$ cat src/hdl/ooo_defines.svh
`ifndef OOO_DEFINES_SVH
`define OOO_DEFINES_SVH

`define XLEN         32
`define ARCH_REG_SZ  16
`define PHYS_REG_SZ  32
`define ROB_SZ       8
`define RS_SZ        4
`define MULT_STAGES  3
`define ZERO_REG     0

// derived widths
`define ARN_WIDTH    $clog2(`ARCH_REG_SZ)
`define PRN_WIDTH    $clog2(`PHYS_REG_SZ)
`define ROBN_WIDTH   $clog2(`ROB_SZ)
`define FREE_LIST_SZ (`PHYS_REG_SZ - `ARCH_REG_SZ)

`endif

$ cat src/hdl/ooo_pkg.sv
`include "ooo_defines.svh"

package ooo_pkg;

    typedef logic [`XLEN-1:0]       data_t;
    typedef logic [`ARN_WIDTH-1:0]  arn_t;
    typedef logic [`PRN_WIDTH-1:0]  prn_t;
    typedef logic [`ROBN_WIDTH-1:0] robn_t;

    typedef enum logic {
        FU_ALU,
        FU_MULT
    } fu_sel_e;

    typedef enum logic [3:0] {
        ALU_ADD,
        ALU_SUB,
        ALU_AND,
        ALU_OR,
        ALU_XOR,
        ALU_SLL,
        ALU_SRL,
        ALU_SLT,
        ALU_MUL
    } alu_func_e;

    typedef enum logic [1:0] {
        NO_ERROR,
        ILLEGAL_INST,
        HALTED
    } exc_e;

    typedef struct packed {
        logic      valid;
        fu_sel_e   fu;
        alu_func_e func;
        arn_t      opa_arn;
        arn_t      opb_arn;
        logic      use_imm;
        data_t     imm;
        arn_t      dest_arn;
        logic      illegal;
        logic      halt;
    } id_ooo_packet_t;

    typedef struct packed {
        logic [`XLEN-`PRN_WIDTH-1:0] pad;
        prn_t                        prn;
    } rs_tag_t;

    // value once ready, producer tag while waiting
    typedef union packed {
        data_t   value;
        rs_tag_t tag;
    } rs_operand_u;

    typedef struct packed {
        logic        valid;
        fu_sel_e     fu;
        alu_func_e   func;
        logic        op1_ready;
        rs_operand_u op1;
        logic        op2_ready;
        rs_operand_u op2;
        prn_t        dest_prn;
        robn_t       robn;
    } rs_entry_t;

    typedef struct packed {
        logic      valid;
        alu_func_e func;
        data_t     op1;
        data_t     op2;
        prn_t      dest_prn;
        robn_t     robn;
    } fu_packet_t;

    typedef struct packed {
        logic  valid;
        prn_t  dest_prn;
        robn_t robn;
        data_t value;
    } cdb_packet_t;

    typedef struct packed {
        prn_t op1_prn;
        prn_t op2_prn;
        prn_t dest_prn;
        prn_t old_prn;
    } rat_is_output_t;

    typedef struct packed {
        arn_t dest_arn;
        prn_t dest_prn;
        prn_t old_prn;
        logic executed;
        logic illegal;
        logic halt;
    } rob_entry_t;

    typedef struct packed {
        logic  valid;
        logic  wr_en;
        arn_t  wr_idx;
        data_t wr_data;
        exc_e  exception_code;
    } ooo_ct_packet_t;

endpackage

$ cat src/hdl/rs.sv
`timescale 1ns/1ps
`include "ooo_defines.svh"

module rs import ooo_pkg::*; (
    input  logic        clock,
    input  logic        rst_n,
    input  logic        alloc_en,
    input  rs_entry_t   alloc_entry,
    input  cdb_packet_t cdb,
    input  logic        alu_avail,
    input  logic        mult_avail,
    output fu_packet_t  alu_packet,
    output fu_packet_t  mult_packet,
    output logic        full
);
    localparam int IDX_W = $clog2(`RS_SZ);

    rs_entry_t         entries [`RS_SZ];
    logic [IDX_W-1:0]  age     [`RS_SZ];
    logic [`RS_SZ-1:0] busy;
    logic [IDX_W-1:0]  alloc_idx;
    logic [IDX_W-1:0]  alu_idx;
    logic [IDX_W-1:0]  mult_idx;
    logic              alu_issue;
    logic              mult_issue;

    function automatic rs_entry_t wake(input rs_entry_t e, input cdb_packet_t c);
        rs_entry_t w;
        w = e;
        if (c.valid && !e.op1_ready && e.op1.tag.prn == c.dest_prn) begin
            w.op1_ready = 1'b1;
            w.op1.value = c.value;
        end
        if (c.valid && !e.op2_ready && e.op2.tag.prn == c.dest_prn) begin
            w.op2_ready = 1'b1;
            w.op2.value = c.value;
        end
        return w;
    endfunction

    // oldest ready entry for one unit, msb is the found flag
    function automatic logic [IDX_W:0] pick_oldest(input fu_sel_e fu);
        logic             found;
        logic [IDX_W-1:0] idx;
        found = 1'b0;
        idx   = '0;
        for (int i = 0; i < `RS_SZ; i++) begin
            if (entries[i].valid && entries[i].op1_ready && entries[i].op2_ready
                    && entries[i].fu == fu && (!found || age[i] > age[idx])) begin
                found = 1'b1;
                idx   = IDX_W'(i);
            end
        end
        return {found, idx};
    endfunction

    // age is the count of younger valid entries
    function automatic logic [IDX_W-1:0] issued_younger(input int i);
        logic [IDX_W-1:0] n;
        n = '0;
        if (alu_issue && age[alu_idx] < age[i]) begin
            n = n + 1'b1;
        end
        if (mult_issue && age[mult_idx] < age[i]) begin
            n = n + 1'b1;
        end
        return n;
    endfunction

    function automatic fu_packet_t to_fu(input rs_entry_t e, input logic v);
        fu_packet_t p;
        p.valid    = v;
        p.func     = e.func;
        p.op1      = e.op1.value;
        p.op2      = e.op2.value;
        p.dest_prn = e.dest_prn;
        p.robn     = e.robn;
        return p;
    endfunction

    always_comb begin
        alloc_idx = '0;
        for (int i = `RS_SZ - 1; i >= 0; i--) begin
            busy[i] = entries[i].valid;
            if (!entries[i].valid) begin
                alloc_idx = IDX_W'(i);
            end
        end
        {alu_issue, alu_idx}   = pick_oldest(FU_ALU);
        {mult_issue, mult_idx} = pick_oldest(FU_MULT);
        alu_issue   = alu_issue && alu_avail;
        mult_issue  = mult_issue && mult_avail;
        alu_packet  = to_fu(entries[alu_idx], alu_issue);
        mult_packet = to_fu(entries[mult_idx], mult_issue);
    end

    assign full = &busy;

    always_ff @(posedge clock) begin
        if (!rst_n) begin
            for (int i = 0; i < `RS_SZ; i++) begin
                entries[i].valid <= 1'b0;
                age[i]           <= '0;
            end
        end else begin
            for (int i = 0; i < `RS_SZ; i++) begin
                if (entries[i].valid) begin
                    entries[i] <= wake(entries[i], cdb);
                    age[i]     <= age[i] + IDX_W'(alloc_en) - issued_younger(i);
                end
                if ((alu_issue && alu_idx == IDX_W'(i)) ||
                        (mult_issue && mult_idx == IDX_W'(i))) begin
                    entries[i].valid <= 1'b0;
                end
                if (alloc_en && alloc_idx == IDX_W'(i)) begin
                    entries[i] <= wake(alloc_entry, cdb);
                    age[i]     <= '0;
                end
            end
        end
    end

endmodule

$ cat config.mk
export PLATFORM = sky130hd
export DESIGN_NAME = rs
export DESIGN_NICKNAME = d
export VERILOG_FILES = /design/src/hdl/ooo_pkg.sv /design/src/hdl/rs.sv
export VERILOG_INCLUDE_DIRS = /design/src /design/src/hdl
export SDC_FILE = /design/constraint.sdc
export NUM_CORES = 1
export LEC_CHECK = 0
export ABC_CLOCK_PERIOD_IN_PS = 7000
export BUFFER_PORTS_ARGS = -buffer_cell sky130_fd_sc_hd__buf_2
export CAP_MARGIN = 5
export CORE_MARGIN = 4
export CORE_UTILIZATION = 58
export CTS_CLUSTER_SIZE = 12
export DETAILED_ROUTE_END_ITERATION = 8
export PLACE_DENSITY = 0.87
export SLEW_MARGIN = 0
export SYNTH_ARGS = -nofsm -noshare
export SYNTH_HDL_FRONTEND = slang
export SYNTH_SLANG_ARGS = --single-unit
$ cat constraint.sdc
create_clock -name clock -period 7 [get_ports clock]
set_input_delay 0.35 -clock clock [delete_from_list [all_inputs] [get_ports clock]]
set_output_delay 0.35 -clock clock [all_outputs]
set_load 0.01 [all_outputs]
### Word level (Yosys, flattened, before mapping)

Memories as Yosys holds them, arrays and structs flattened.
Index checks and enable logic that the tools add are counted.

* RAM bits: 328
* word-level logic and storage cells: 313
* register bits after elaboration: 0
* memories: 2
* output and inout bits: 155
* input port bits: 126

Memories
* entries: words 4, bits a word 80, rd ports 6, clocked after Yosys merged registers in 0, write ports 4, line rs.sv:18 `` rs_entry_t entries [`RS_SZ]; ``
* age: words 4, bits a word 2, rd ports 10, clocked after Yosys merged registers in 0, write ports 4, line rs.sv:19 `` logic [IDX_W-1:0] age [`RS_SZ]; ``

* order comparisons: 13
* mux-type cells: 145
* equal/unequal tests: 19
* bitwise operators: 28
* reduce and logical (&&, ||, !) cells: 94
* $add $sub $neg: 12

Operators with widths (count)
* $mux W33: 42
* $mux W79: 4
* $mux W2: 36
* $logic_and A1 B1 Y1: 64
* $mux W1: 63
* $eq A5 B5 Y1: 10
* $or A1 B1 Y1: 24
* $logic_not A1 Y1: 16
* $lt A2 B2 Y1: 8
* $eq A2 B2 Y1 const B: 6
* $gt A2 B2 Y1: 5
* $logic_or A1 B1 Y1: 10
* $add A2 B1 Y2: 4
* $add A2 B1 Y2 const B: 4
* $sub A2 B2 Y2: 4
* $eq A2 B1 Y1 const B: 3
* $logic_not A2 Y1: 3
* $not A1 Y1: 4
* $reduce_and A4 Y1: 1

### Logic depth before layout (Yosys ltp)

Gate-level depths: netlist of run 1.
An unclocked memory read counts as a cell.

* depth in word-level cells: 32
* depth in mapped cells: 34
* depth with buffers taken out: 29

### Least setup slack after synthesis of run 1

OpenSTA, ideal clock, no wires.

* path type: reg2reg
* start: mem age[1][1] (netlist name)
* end: mem age[3][1] (netlist name) (data pin)
* buffers on the path: 5
* setup time: 0.255 ns
* slack: 0.546 ns
* data required time: 6.745 ns
* cell stages (with the launch flop): 32
* arrival: 6.199 ns
* period minus slack after synthesis: 6.454 ns
* cell sequence: edfxtp_1 > ha_1 > nor2b_1 > o21ai_1 > a31oi_1 > clkbuf_1 > buf_2 > mux2i_1 > ha_1 > nor2b_1 > o21ai_0 > a21o_2 > nor2_1 > a31oi_1 > ha_1 > a221o_1 > o21ai_1 > buf_4 > buf_4 > buf_2 > nand2_1 > a22oi_1 > ha_1 > nor3_1 > a41o_1 > ha_1 > ha_1 > inv_1 > ha_1 > xor2_1 > xnor2_1 > and3_1

RTL lines (line)
* start: declaration: rs.sv:19

==> results of run 1 <==
[metrics by stage]
step                      cell area (µm²)  setup WS [ns]  hold slack [ns]  std cells  utilization [%]
after floorplan                     19200          0.546            0.449       1531                -
after global placement              20800          0.424            0.565       2157             63.8
after detailed placement            20800          0.360            0.569       2157             63.8
after CTS                           21900          0.287           0.0389       2217             67.0
after global routing                21900         0.0650           0.0450       2224             67.1
final                               21900          0.262           0.0444       2225             67.1
[area by class of cell]
cell class	count	area, µm²	share of cell area (%)
sequential	328	9850	45.0
multi-input combinational	1067	8750	39.9
timing repair buffer	304	1620	7.39
clock buffer	48	967	4.42
tap	442	553	2.52
clock inverter	12	86.3	0.394
inverter	17	63.8	0.291
antenna	7	17.5	0.0800
[critical path, cell delays in order (launching register included)]
cell,delay (ns)
edfxtp_1,0.44
inv_1,0.22
ha_1,0.29
nor2b_1,0.13
o21ai_1,0.26
a21oi_4,0.11
a21oi_1,0.24
ha_1,0.28
nor2b_1,0.13
o21ai_0,0.20
a21o_1,0.31
nor2_1,0.11
a21o_1,0.17
ha_1,0.29
nor2b_1,0.15
o211ai_1,0.20
o21ai_4,0.24
buf_4,0.94
nor2_4,0.14
buf_12,0.21
buf_4,0.21
a221o_1,0.37
buf_2,0.16
[cells by family (layout without fill, tap and decap cells)]
logic type / after synthesis / after routing / synth area share [%]
flops: 328 / 328 / 51.3
other cells: 0 / 7 / 0
compound gates: 386 / 386 / 14.5
buf+inv: 136 / 381 / 3.90
fa+ha+maj: 30 / 30 / 1.95
mux: 304 / 304 / 18.7
simple gates: 285 / 285 / 6.81
xor+xnor: 62 / 62 / 2.83
[power by group through the flow]
| stage | registers (mW) | clock network, mW | logic [mW] |
|---|---|---|---|
| 3_3_place_gp | 2.28 | 0 | 0.445 |
| 3_5_place_dp | 2.28 | 0 | 0.464 |
| 4_1_cts | 2.24 | 1.77 | 0.469 |
| 5_1_grt | 2.24 | 1.85 | 0.507 |
| 2_1_floorplan | 2.27 | 0 | 0.287 |
| 6_report | 2.24 | 1.77 | 0.475 |
[placed cells by master, fill, tap and decap left out, types with 7 or more instances in the layout]
master / Yosys / routed
buf_4: 11 / 24
mux2i_1: 48 / 48
o21ai_0: 76 / 76
nand2b_1: 8 / 8
inv_1: 17 / 17
nand2_1: 189 / 183
buf_2: 47 / 277
edfxtp_1: 328 / 328
diode_2: 0 / 7
xor2_1: 31 / 31
clkbuf_16: 0 / 37
mux2_4: 60 / 60
ha_1: 30 / 30
a21oi_1: 80 / 78
nor2_1: 20 / 17
clkbuf_1: 46 / 11
a221o_1: 83 / 83
a22oi_1: 99 / 99
xnor2_1: 31 / 31
mux2_2: 196 / 196
nor4_1: 10 / 10
nor3_1: 13 / 13
[repair_timing]
action	in CTS	in global routing
setup buffers	0	1
resized for setup	0	2
hold buffers	0	0
endpoints found under the setup margin	0	36
[final timing paths]
path | slack, ns | endpoint | startpoint
worst min-delay path | 0.04 | entries[1][6] | alloc_entry[6]
worst min register to register | 0.84 | age[0][0] | entries[0][79]
worst max-delay path | 0.26 | alu_packet[37] | age[0][1]
worst max register to register | 0.42 | age[3][1] | age[0][1]
[metal layers]
metal / global-route usage [%] / share of wire (%) / vias to the layer above
met1: 39.5 / 36 / 7178
met4: 16.1 / 4.9 / 18
met5: 0 / 0.18 / -
met3: 6.99 / 11 / 222
met2: 53.6 / 48 / 961
li1: - / - / 6420
[sequential cells by signal, summed over array words and instances, names as in the netlist]
name and cells:
age 8, entries 320
==> results.yml, run 1 <==
clock_network:
  clk_pin_slew_ns: 0.06
  cts_max_level: 2
  cts_buffers: 36
  clock-sinks: 328
  cts-root-buf: "clkbuf_16"
  cts_tree: "built"
  clockBufferDepth: 3
  worstSkewPairLatency_ns: 0.52
power_and_ir_drop:
  powerDensity_nw_per_um2: 205
  leakagePower_nw: 8.08
  pwr-share-comb_pct: 10.6
  p_clk_share_pct: 39.5
  ir_drop_mv: 0.156
  p_switching_mw: 1.05
  intPower_mw: 3.44
  switching_share_pct: 23.4
  p_seq_share_pct: 50.0
  total_power_mw: 4.48
logic_synthesis:
  synth_cell_types: 58
  syn_area_per_cell_um2: 12.5
  synth-main-ff-cell: "edfxtp_1"
  yosys-top-cells-count: "edfxtp_1 (328), mux2_2 (196), nand2_1 (189), a22oi_1 (99), a221o_1 (83)"
  yosysWarnings: 0
  yosysSeqAreaShare_pct: 51.3
  yosys-top-cells-area: "edfxtp_1 (51%), mux2_2 (11%), mux2_4 (4.7%), a221o_1 (4.3%), a22oi_1 (3.9%)"
  syn-num-nets: 1687
  netlist_instances: 1531
  synth_top_area_share_pct: 51.3
  ys_seq_elements: 328
  synth_edf_count: 328
  syn_area_um2: 19200
  async_flop_share_pct: 0
  yosysMostFrequentCell: "edfxtp_1"
  yosysTopAreaCell: "edfxtp_1"
grt:
  grt_max_degree: 94
  globalRouteOverflowTotal: 0
  track_usage_pct: 32.0
  grt_pass1_vias: 15427
  grt_pass1_wl_mm: 89.2
  antenna_found_initial: 17
layout:
  area_delta_synth_final_pct: 14.1
  fin_nets: 1910
  fillers: 2294
  layout-drive-gt1-share_pct: 36.6
timing:
  relSlewSlack_pct: 20.2
  worst_pin_slew_ns: 1.20
  setup_viol: 0
  timing.final.crit_share_pct: 96.3
  grt_setup_unrepaired: "false"
  slew_violations: 0
  hold_viol: 0
  finalClockSkew_ns: 0.0115
  tns_ns: 0
  timing.final.crit_period_ns: 6.74
  fmax_mhz: 148
setup_path:
  start_kind: "flop"
  reg2reg_depth: 28
  path_class: "reg2out"
  worstPathArrival_ns: 6.39
  cp_max_fo: 71
  worst-endpoint-required_ns: 6.65
  end_kind: "primary output"
floorplan:
  core_area_um2: 32600
  ioPinCount: 281
  die_h_um: 190
  dieArea_um2: 36100
  die_x_um: 190
  start_util_pct: 58.9
  core.rowCount: 66
place:
  io_buffer_count: 277
  post-dp-hpwl_mm: 36.4
  gp_congestion: 0.933
drt:
  dr.pass1.iters: 5
  drcViolationCount: 0
  vias: 14799
  postRouteAntennaNets: 0
  totalWireLength_mm: 60.1
  wl_per_cell_um: 27.0
  via_per_inst: 6.65
  drtIter0Drc: 1677
run:
  maxCapViolCount: 0
status:
  status: "completed"
min_path:
  worst_hold_path.num_cells: 1
  hold_class: "in2reg"
Power figures use the tool's default switching activity.
==> inputs of run 2 (changes only) <==
==> constraint.sdc (replaced) <==
create_clock -name clock -period 7 [get_ports clock]
set_input_delay 1.4 -clock clock [delete_from_list [all_inputs] [get_ports clock]]
set_output_delay 1.4 -clock clock [all_outputs]
set_load 0.01 [all_outputs]
==> run 2 against run 1 <==
Net effect: register-to-register slack better by 0.07 ns; via count is 2.2% higher; utilization grew 0.41 points; final area grew 0.61%; combinational power about the same; global-route usage up 0.14 points; clock skew grew 0.0070 ns; die area did not move; sequential power hardly changed; maximum frequency fell by 0.49%; final cell count is 0.49% higher.
==> results.yml, run 2 (synthesized netlist as in run 1, its figures left out) <==
clock_network:
  cts_max_level: 2
  clockBufferDepth: 3
  worstSkewPairLatency_ns: 0.52
  cts_tree: "built"
  cts-root-buf: "clkbuf_16"
  cts_buffers: 36
  clock-sinks: 328
  hold_buffers: 0
  clk_pin_slew_ns: 0.06
floorplan:
  ioPinCount: 281
  start_util_pct: 58.9
  core_area_um2: 32600
  core.rowCount: 66
  dieArea_um2: 36100
  die_x_um: 190
  die_h_um: 190
power_and_ir_drop:
  powerDensity_nw_per_um2: 201
  switching_share_pct: 23.4
  p_switching_mw: 1.04
  ir_drop_mv: 0.221
  total_power_mw: 4.43
  leakagePower_nw: 8.14
  p_clk_share_pct: 38.7
  intPower_mw: 3.39
  p_seq_share_pct: 50.6
  pwr-share-comb_pct: 10.7
drt:
  drtIter0Drc: 1801
  totalWireLength_mm: 60.5
  via_per_inst: 6.76
  drcViolationCount: 0
  wl_per_cell_um: 27.0
  vias: 15123
  postRouteAntennaNets: 0
  dr.pass1.iters: 6
setup_path:
  reg2reg_depth: 30
  end_kind: "primary output"
  worstPathArrival_ns: 5.37
  worst-endpoint-required_ns: 5.60
  ff2ff_setup_slack_ns: 0.49
  crit_end: "mult_packet[27]"
  path_class: "reg2out"
  crit_start: "age[0][1]"
  cp_max_fo: 32
  rr_endpoint: "age[3][1]"
  start_kind: "flop"
  r2r-start: "age[0][1]"
layout:
  regMostFlops: "entries"
  layout_common_cells: "edfxtp_1 (328), buf_2 (277), mux2_2 (196), nand2_1 (183), a22oi_1 (99)"
  fillers: 2347
  layout-drive-gt1-share_pct: 37.1
  fin_nets: 1921
  final_common_cell: "edfxtp_1"
  fin_util_pct: 67.6
  area_delta_synth_final_pct: 14.8
  stdcell_count: 2236
  largest_register_ffs: 320
  largest_registers: "entries x320, age x8"
grt:
  grt_pass1_wl_mm: 89.4
  globalRouteOverflowTotal: 0
  grt_max_degree: 81
  grt_pass1_vias: 15405
  track_usage_pct: 32.2
  antenna_found_initial: 22
timing:
  tns_ns: 0
  hold_viol: 0
  timing.final.crit_share_pct: 96.7
  slew_violations: 0
  fmax_mhz: 148
  worst_pin_slew_ns: 1.18
  timing.final.crit_period_ns: 6.77
  finalClockSkew_ns: 0.0185
  worst_hold_slack_ns: 0.790
  relSlewSlack_pct: 21.5
  setup_viol: 0
min_path:
  hp-start: "entries[0][79]"
  hold_class: "reg2reg"
run:
  maxCapViolCount: 0
status:
  status: "completed"
place:
  post-dp-hpwl_mm: 35.9
  gp_congestion: 0.957
  io_buffer_count: 277
  dp_cells: 2160
## run 2: worst max-delay path, cell delays in order, from the launching register on
cell and delay [ns]:
edfxtp_1 0.46, inv_2 0.12, ha_1 0.31, nor2b_1 0.15, o21ai_1 0.12, buf_4 0.18
a31oi_4 0.24, mux2i_2 0.31, ha_1 0.30, nor2b_1 0.14, o21ai_1 0.16, a21o_2 0.20
nor2_1 0.05, a31oi_1 0.16, ha_1 0.25, a221o_1 0.43, o21ai_4 0.15, buf_12 0.26
nor2_4 0.06, buf_12 0.19, a22oi_1 0.17, o21ai_0 0.22, buf_2 0.22
## run 2: worst min-delay path by stage
stage	end	cells after the start	slack, ns
global route	age[0][0]	3	0.81
global placement	age[0][0]	3	0.75
detailed placement	age[0][1]	3	0.76
floorplan	age[0][0]	3	0.69
CTS	age[0][0]	3	0.78
finish	age[0][1]	3	0.79
## run 2: metrics by stage
stage / setup WS, ns / area [µm²]
after floorplan: 0.546 / 19200
after global placement: 0.585 / 20900
after detailed placement: 0.395 / 20900
after CTS: 0.0227 / 21900
after global routing: -0.00218 / 22000
final: 0.228 / 22000
## run 2: what timing repair did
| action | 4_1_cts | 5_1_grt |
|---|---|---|
| pin swaps | 0 | 2 |
| gates resized for setup | 0 | 6 |
| hold endpoints to repair | 0 | 0 |
| setup buffers | 2 | 5 |
| endpoints found under the setup margin | 42 | 155 |
| gates cloned | 1 | 1 |
## run 2: final cells by class
| cell class | count | area (µm²) | share of cell area, % |
|---|---|---|---|
| Sequential cell | 328 | 9850 | 44.7 |
| Clock buffer | 44 | 952 | 4.32 |
| Tap cell | 442 | 553 | 2.51 |
| Inverter | 17 | 63.8 | 0.290 |
| Clock inverter | 12 | 58.8 | 0.267 |
| Antenna cell | 11 | 27.5 | 0.125 |
| Timing Repair Buffer | 315 | 1780 | 8.10 |
| Multi-Input combinational cell | 1067 | 8750 | 39.7 |
## run 2: layer usage
metal	global-route usage (%)	up-vias	routed length, µm
met3	8.51	229	6780
met4	17.8	24	3080
met2	52.9	1081	28900
met5	0	-	129
li1	-	6453	-
met1	38.7	7336	21600
## run 2: power by group through the flow
stage	sequential (mW)	clock [mW]	combinational (mW)
5_1_grt	2.24	1.80	0.511
2_1_floorplan	2.27	0	0.287
4_1_cts	2.24	1.72	0.469
6_report	2.24	1.71	0.476
3_5_place_dp	2.28	0	0.464
3_3_place_gp	2.28	0	0.446
==> inputs of run 3 (changes only) <==
CORE_UTILIZATION = 60   (was 58)
CTS_BUF_LIST = sky130_fd_sc_hd__clkbuf_4   (was default)
CTS_CLUSTER_DIAMETER = 80   (was default)
GPL_ROUTABILITY_DRIVEN = 1   (was default)
PLACE_DENSITY = 0.89   (was 0.87)
==> run 3 against run 2 <==
Net effect: via count shrank 0.31%; non-clock buffer count grew 15; combinational power is essentially flat; register-to-register slack gained 0.29 ns; global-route usage grew 0.24 points; wire length shrank 0.95%; utilization grew 0.25 points; flip-flop and latch count is the same; critical endpoint is now mult_packet[47]; largest power group unchanged; highest routed layer unchanged.
==> results.yml, run 3 (synthesized netlist as in run 1, its figures left out) <==
status:
  status: "completed"
clock_network:
  worstSkewPairLatency_ns: 0.77
  cts_tree: "built"
  cts_buffers: 31
  clockBufferDepth: 3
  clock-sinks: 328
  hold_buffers: 0
  cts-root-buf: "clkbuf_4"
  clk_pin_slew_ns: 0.16
  cts_max_level: 1
floorplan:
  die_x_um: 187
  core.rowCount: 65
  core_area_um2: 31600
  dieArea_um2: 34900
  start_util_pct: 60.9
  die_h_um: 187
  ioPinCount: 281
timing:
  timing.final.crit_share_pct: 96.6
  fmax_mhz: 148
  tns_ns: 0
  worst_pin_slew_ns: 1.18
  finalClockSkew_ns: 0.0331
  hold_viol: 0
  setup_viol: 0
  relSlewSlack_pct: 21.3
  worst_hold_slack_ns: 0.840
  slew_violations: 0
  timing.final.crit_period_ns: 6.76
grt:
  globalRouteOverflowTotal: 0
  grt_pass1_vias: 15534
  grt_pass1_wl_mm: 88.9
  grt_max_degree: 81
  antenna_found_initial: 14
  track_usage_pct: 32.4
layout:
  regMostFlops: "entries"
  area_delta_synth_final_pct: 11.4
  largest_registers: "entries x320, age x8"
  final_common_cell: "edfxtp_1"
  fin_nets: 1932
  largest_register_ffs: 320
  layout_common_cells: "edfxtp_1 (328), buf_2 (277), mux2_2 (196), nand2_1 (183), a22oi_1 (99)"
  fin_util_pct: 67.8
  layout-drive-gt1-share_pct: 37.6
  stdcell_count: 2187
run:
  maxCapViolCount: 0
drt:
  drtIter0Drc: 1763
  totalWireLength_mm: 59.9
  drcViolationCount: 0
  vias: 15076
  postRouteAntennaNets: 0
  dr.pass1.iters: 6
  wl_per_cell_um: 27.4
  via_per_inst: 6.89
setup_path:
  crit_chain: "inv_1, ha_1, nor2b_1, o21ai_1, buf_4, a31oi_4, mux2i_2, ha_1, nor2b_1, o21ai_1, a21o_2, nor2_1, a31oi_1, ha_1, a221o_1, o21ai_4, nor2_4, buf_4, a22oi_1, o21ai_0, buf_2"
  end_kind: "primary output"
  crit_path_max_incr_delay_ns: 0.44
  critical_path.most_common_cell: "ha_1"
  path_buf_inv: 4
  worstPathArrival_ns: 5.36
  cp_max_fo: 10
  crit_family: "compound AO/OA/AOI/OAI gates"
  start_kind: "flop"
  worst-endpoint-required_ns: 5.60
  crit_slowest_cell: "a221o_1"
  path_class: "reg2out"
power_and_ir_drop:
  intPower_mw: 2.64
  powerDensity_nw_per_um2: 165
  switching_share_pct: 25.2
  p_switching_mw: 0.891
  p_clk_share_pct: 23.2
  leakagePower_nw: 7.90
  pwr-share-comb_pct: 13.6
  ir_drop_mv: 0.165
  p_seq_share_pct: 63.2
place:
  io_buffer_count: 277
  dp_cells: 2126
  post-dp-hpwl_mm: 36.3
  gp_congestion: 0.907
min_path:
  hold_class: "in2reg"
[run 3: changes by cell type in the layout (fill, tap and decap cells not counted), sizes merged, moves of 3 or more]
| cell | before | now |
|---|---|---|
| diode | 11 | 8 |
| clkbuf | 45 | 36 |
| clkinv | 11 | 0 |
| buf | 313 | 326 |
[run 3: path summary, 6_finish.rpt]
| kind | from | endpoint | slack [ns] | cells past startpoint |
|---|---|---|---|---|
| worst min-delay path | alloc_entry[77] | entries[2][77] | 0.84 | 1 |
| worst max register to register | age[0][1] | age[3][1] | 0.78 | 31 |
| worst min register to register | age[0][1] | age[0][1] | 0.86 | 3 |
| worst max-delay path | age[0][1] | mult_packet[47] | 0.24 | 21 |
[run 3: repair_timing]
item	in CTS	in global routing
resized for setup	7	17
cloned	1	4
endpoints found under the setup margin	123	152
buffers inserted	3	11
pin swaps	2	3
[run 3: worst reg2reg max path, delay by kind of cell, from the launching register on]
family | cells | cell delay, ns
AOI/OAI and AO/OA | 11 | 2.11
xor gates and xnor gates | 2 | 0.27
adders and majority gates | 7 | 1.86
buffers and inverters | 4 | 0.46
DFF | 1 | 0.43
and+or+nand+nor | 7 | 0.87
[run 3: per-stage QoR]
stage / setup WS [ns] / total power [mW] / cell area (µm²)
global route: -0.0113 / 3.65 / 21400
global placement: 0.446 / 2.72 / 20800
CTS: 0.0263 / 3.52 / 21100
detailed placement: 0.340 / 2.74 / 20800
floorplan: 0.546 / 2.56 / 19200
finish: 0.236 / 3.54 / 21400
[run 3: routing by layer]
| metal | up-vias | GRT usage [%] | wire, µm |
|---|---|---|---|
| met1 | 7223 | 40.5 | 20400 |
| li1 | 6438 | - | - |
| met2 | 1183 | 54.0 | 28900 |
| met4 | 10 | 15.4 | 2880 |
| met3 | 222 | 7.19 | 7670 |
| met5 | - | 0 | 72 |
[run 3: area by class of cell]
class / instances / area (µm²)
sequential: 328 / 9850
antenna: 8 / 20.0
inverter: 17 / 63.8
tap: 402 / 503
fill: 2220 / 10200
clock buffer: 32 / 240
multi-input combinational: 1068 / 8760
clock inverter: 2 / 12.5
timing repair buffer: 330 / 1950
[run 3: power by group through the flow]
stage	logic, mW	registers [mW]	clock network (mW)
after global routing	0.515	2.24	0.899
after floorplan	0.287	2.27	0
after global placement	0.448	2.28	0
after detailed placement	0.466	2.28	0
after CTS	0.469	2.23	0.821
final	0.479	2.23	0.822
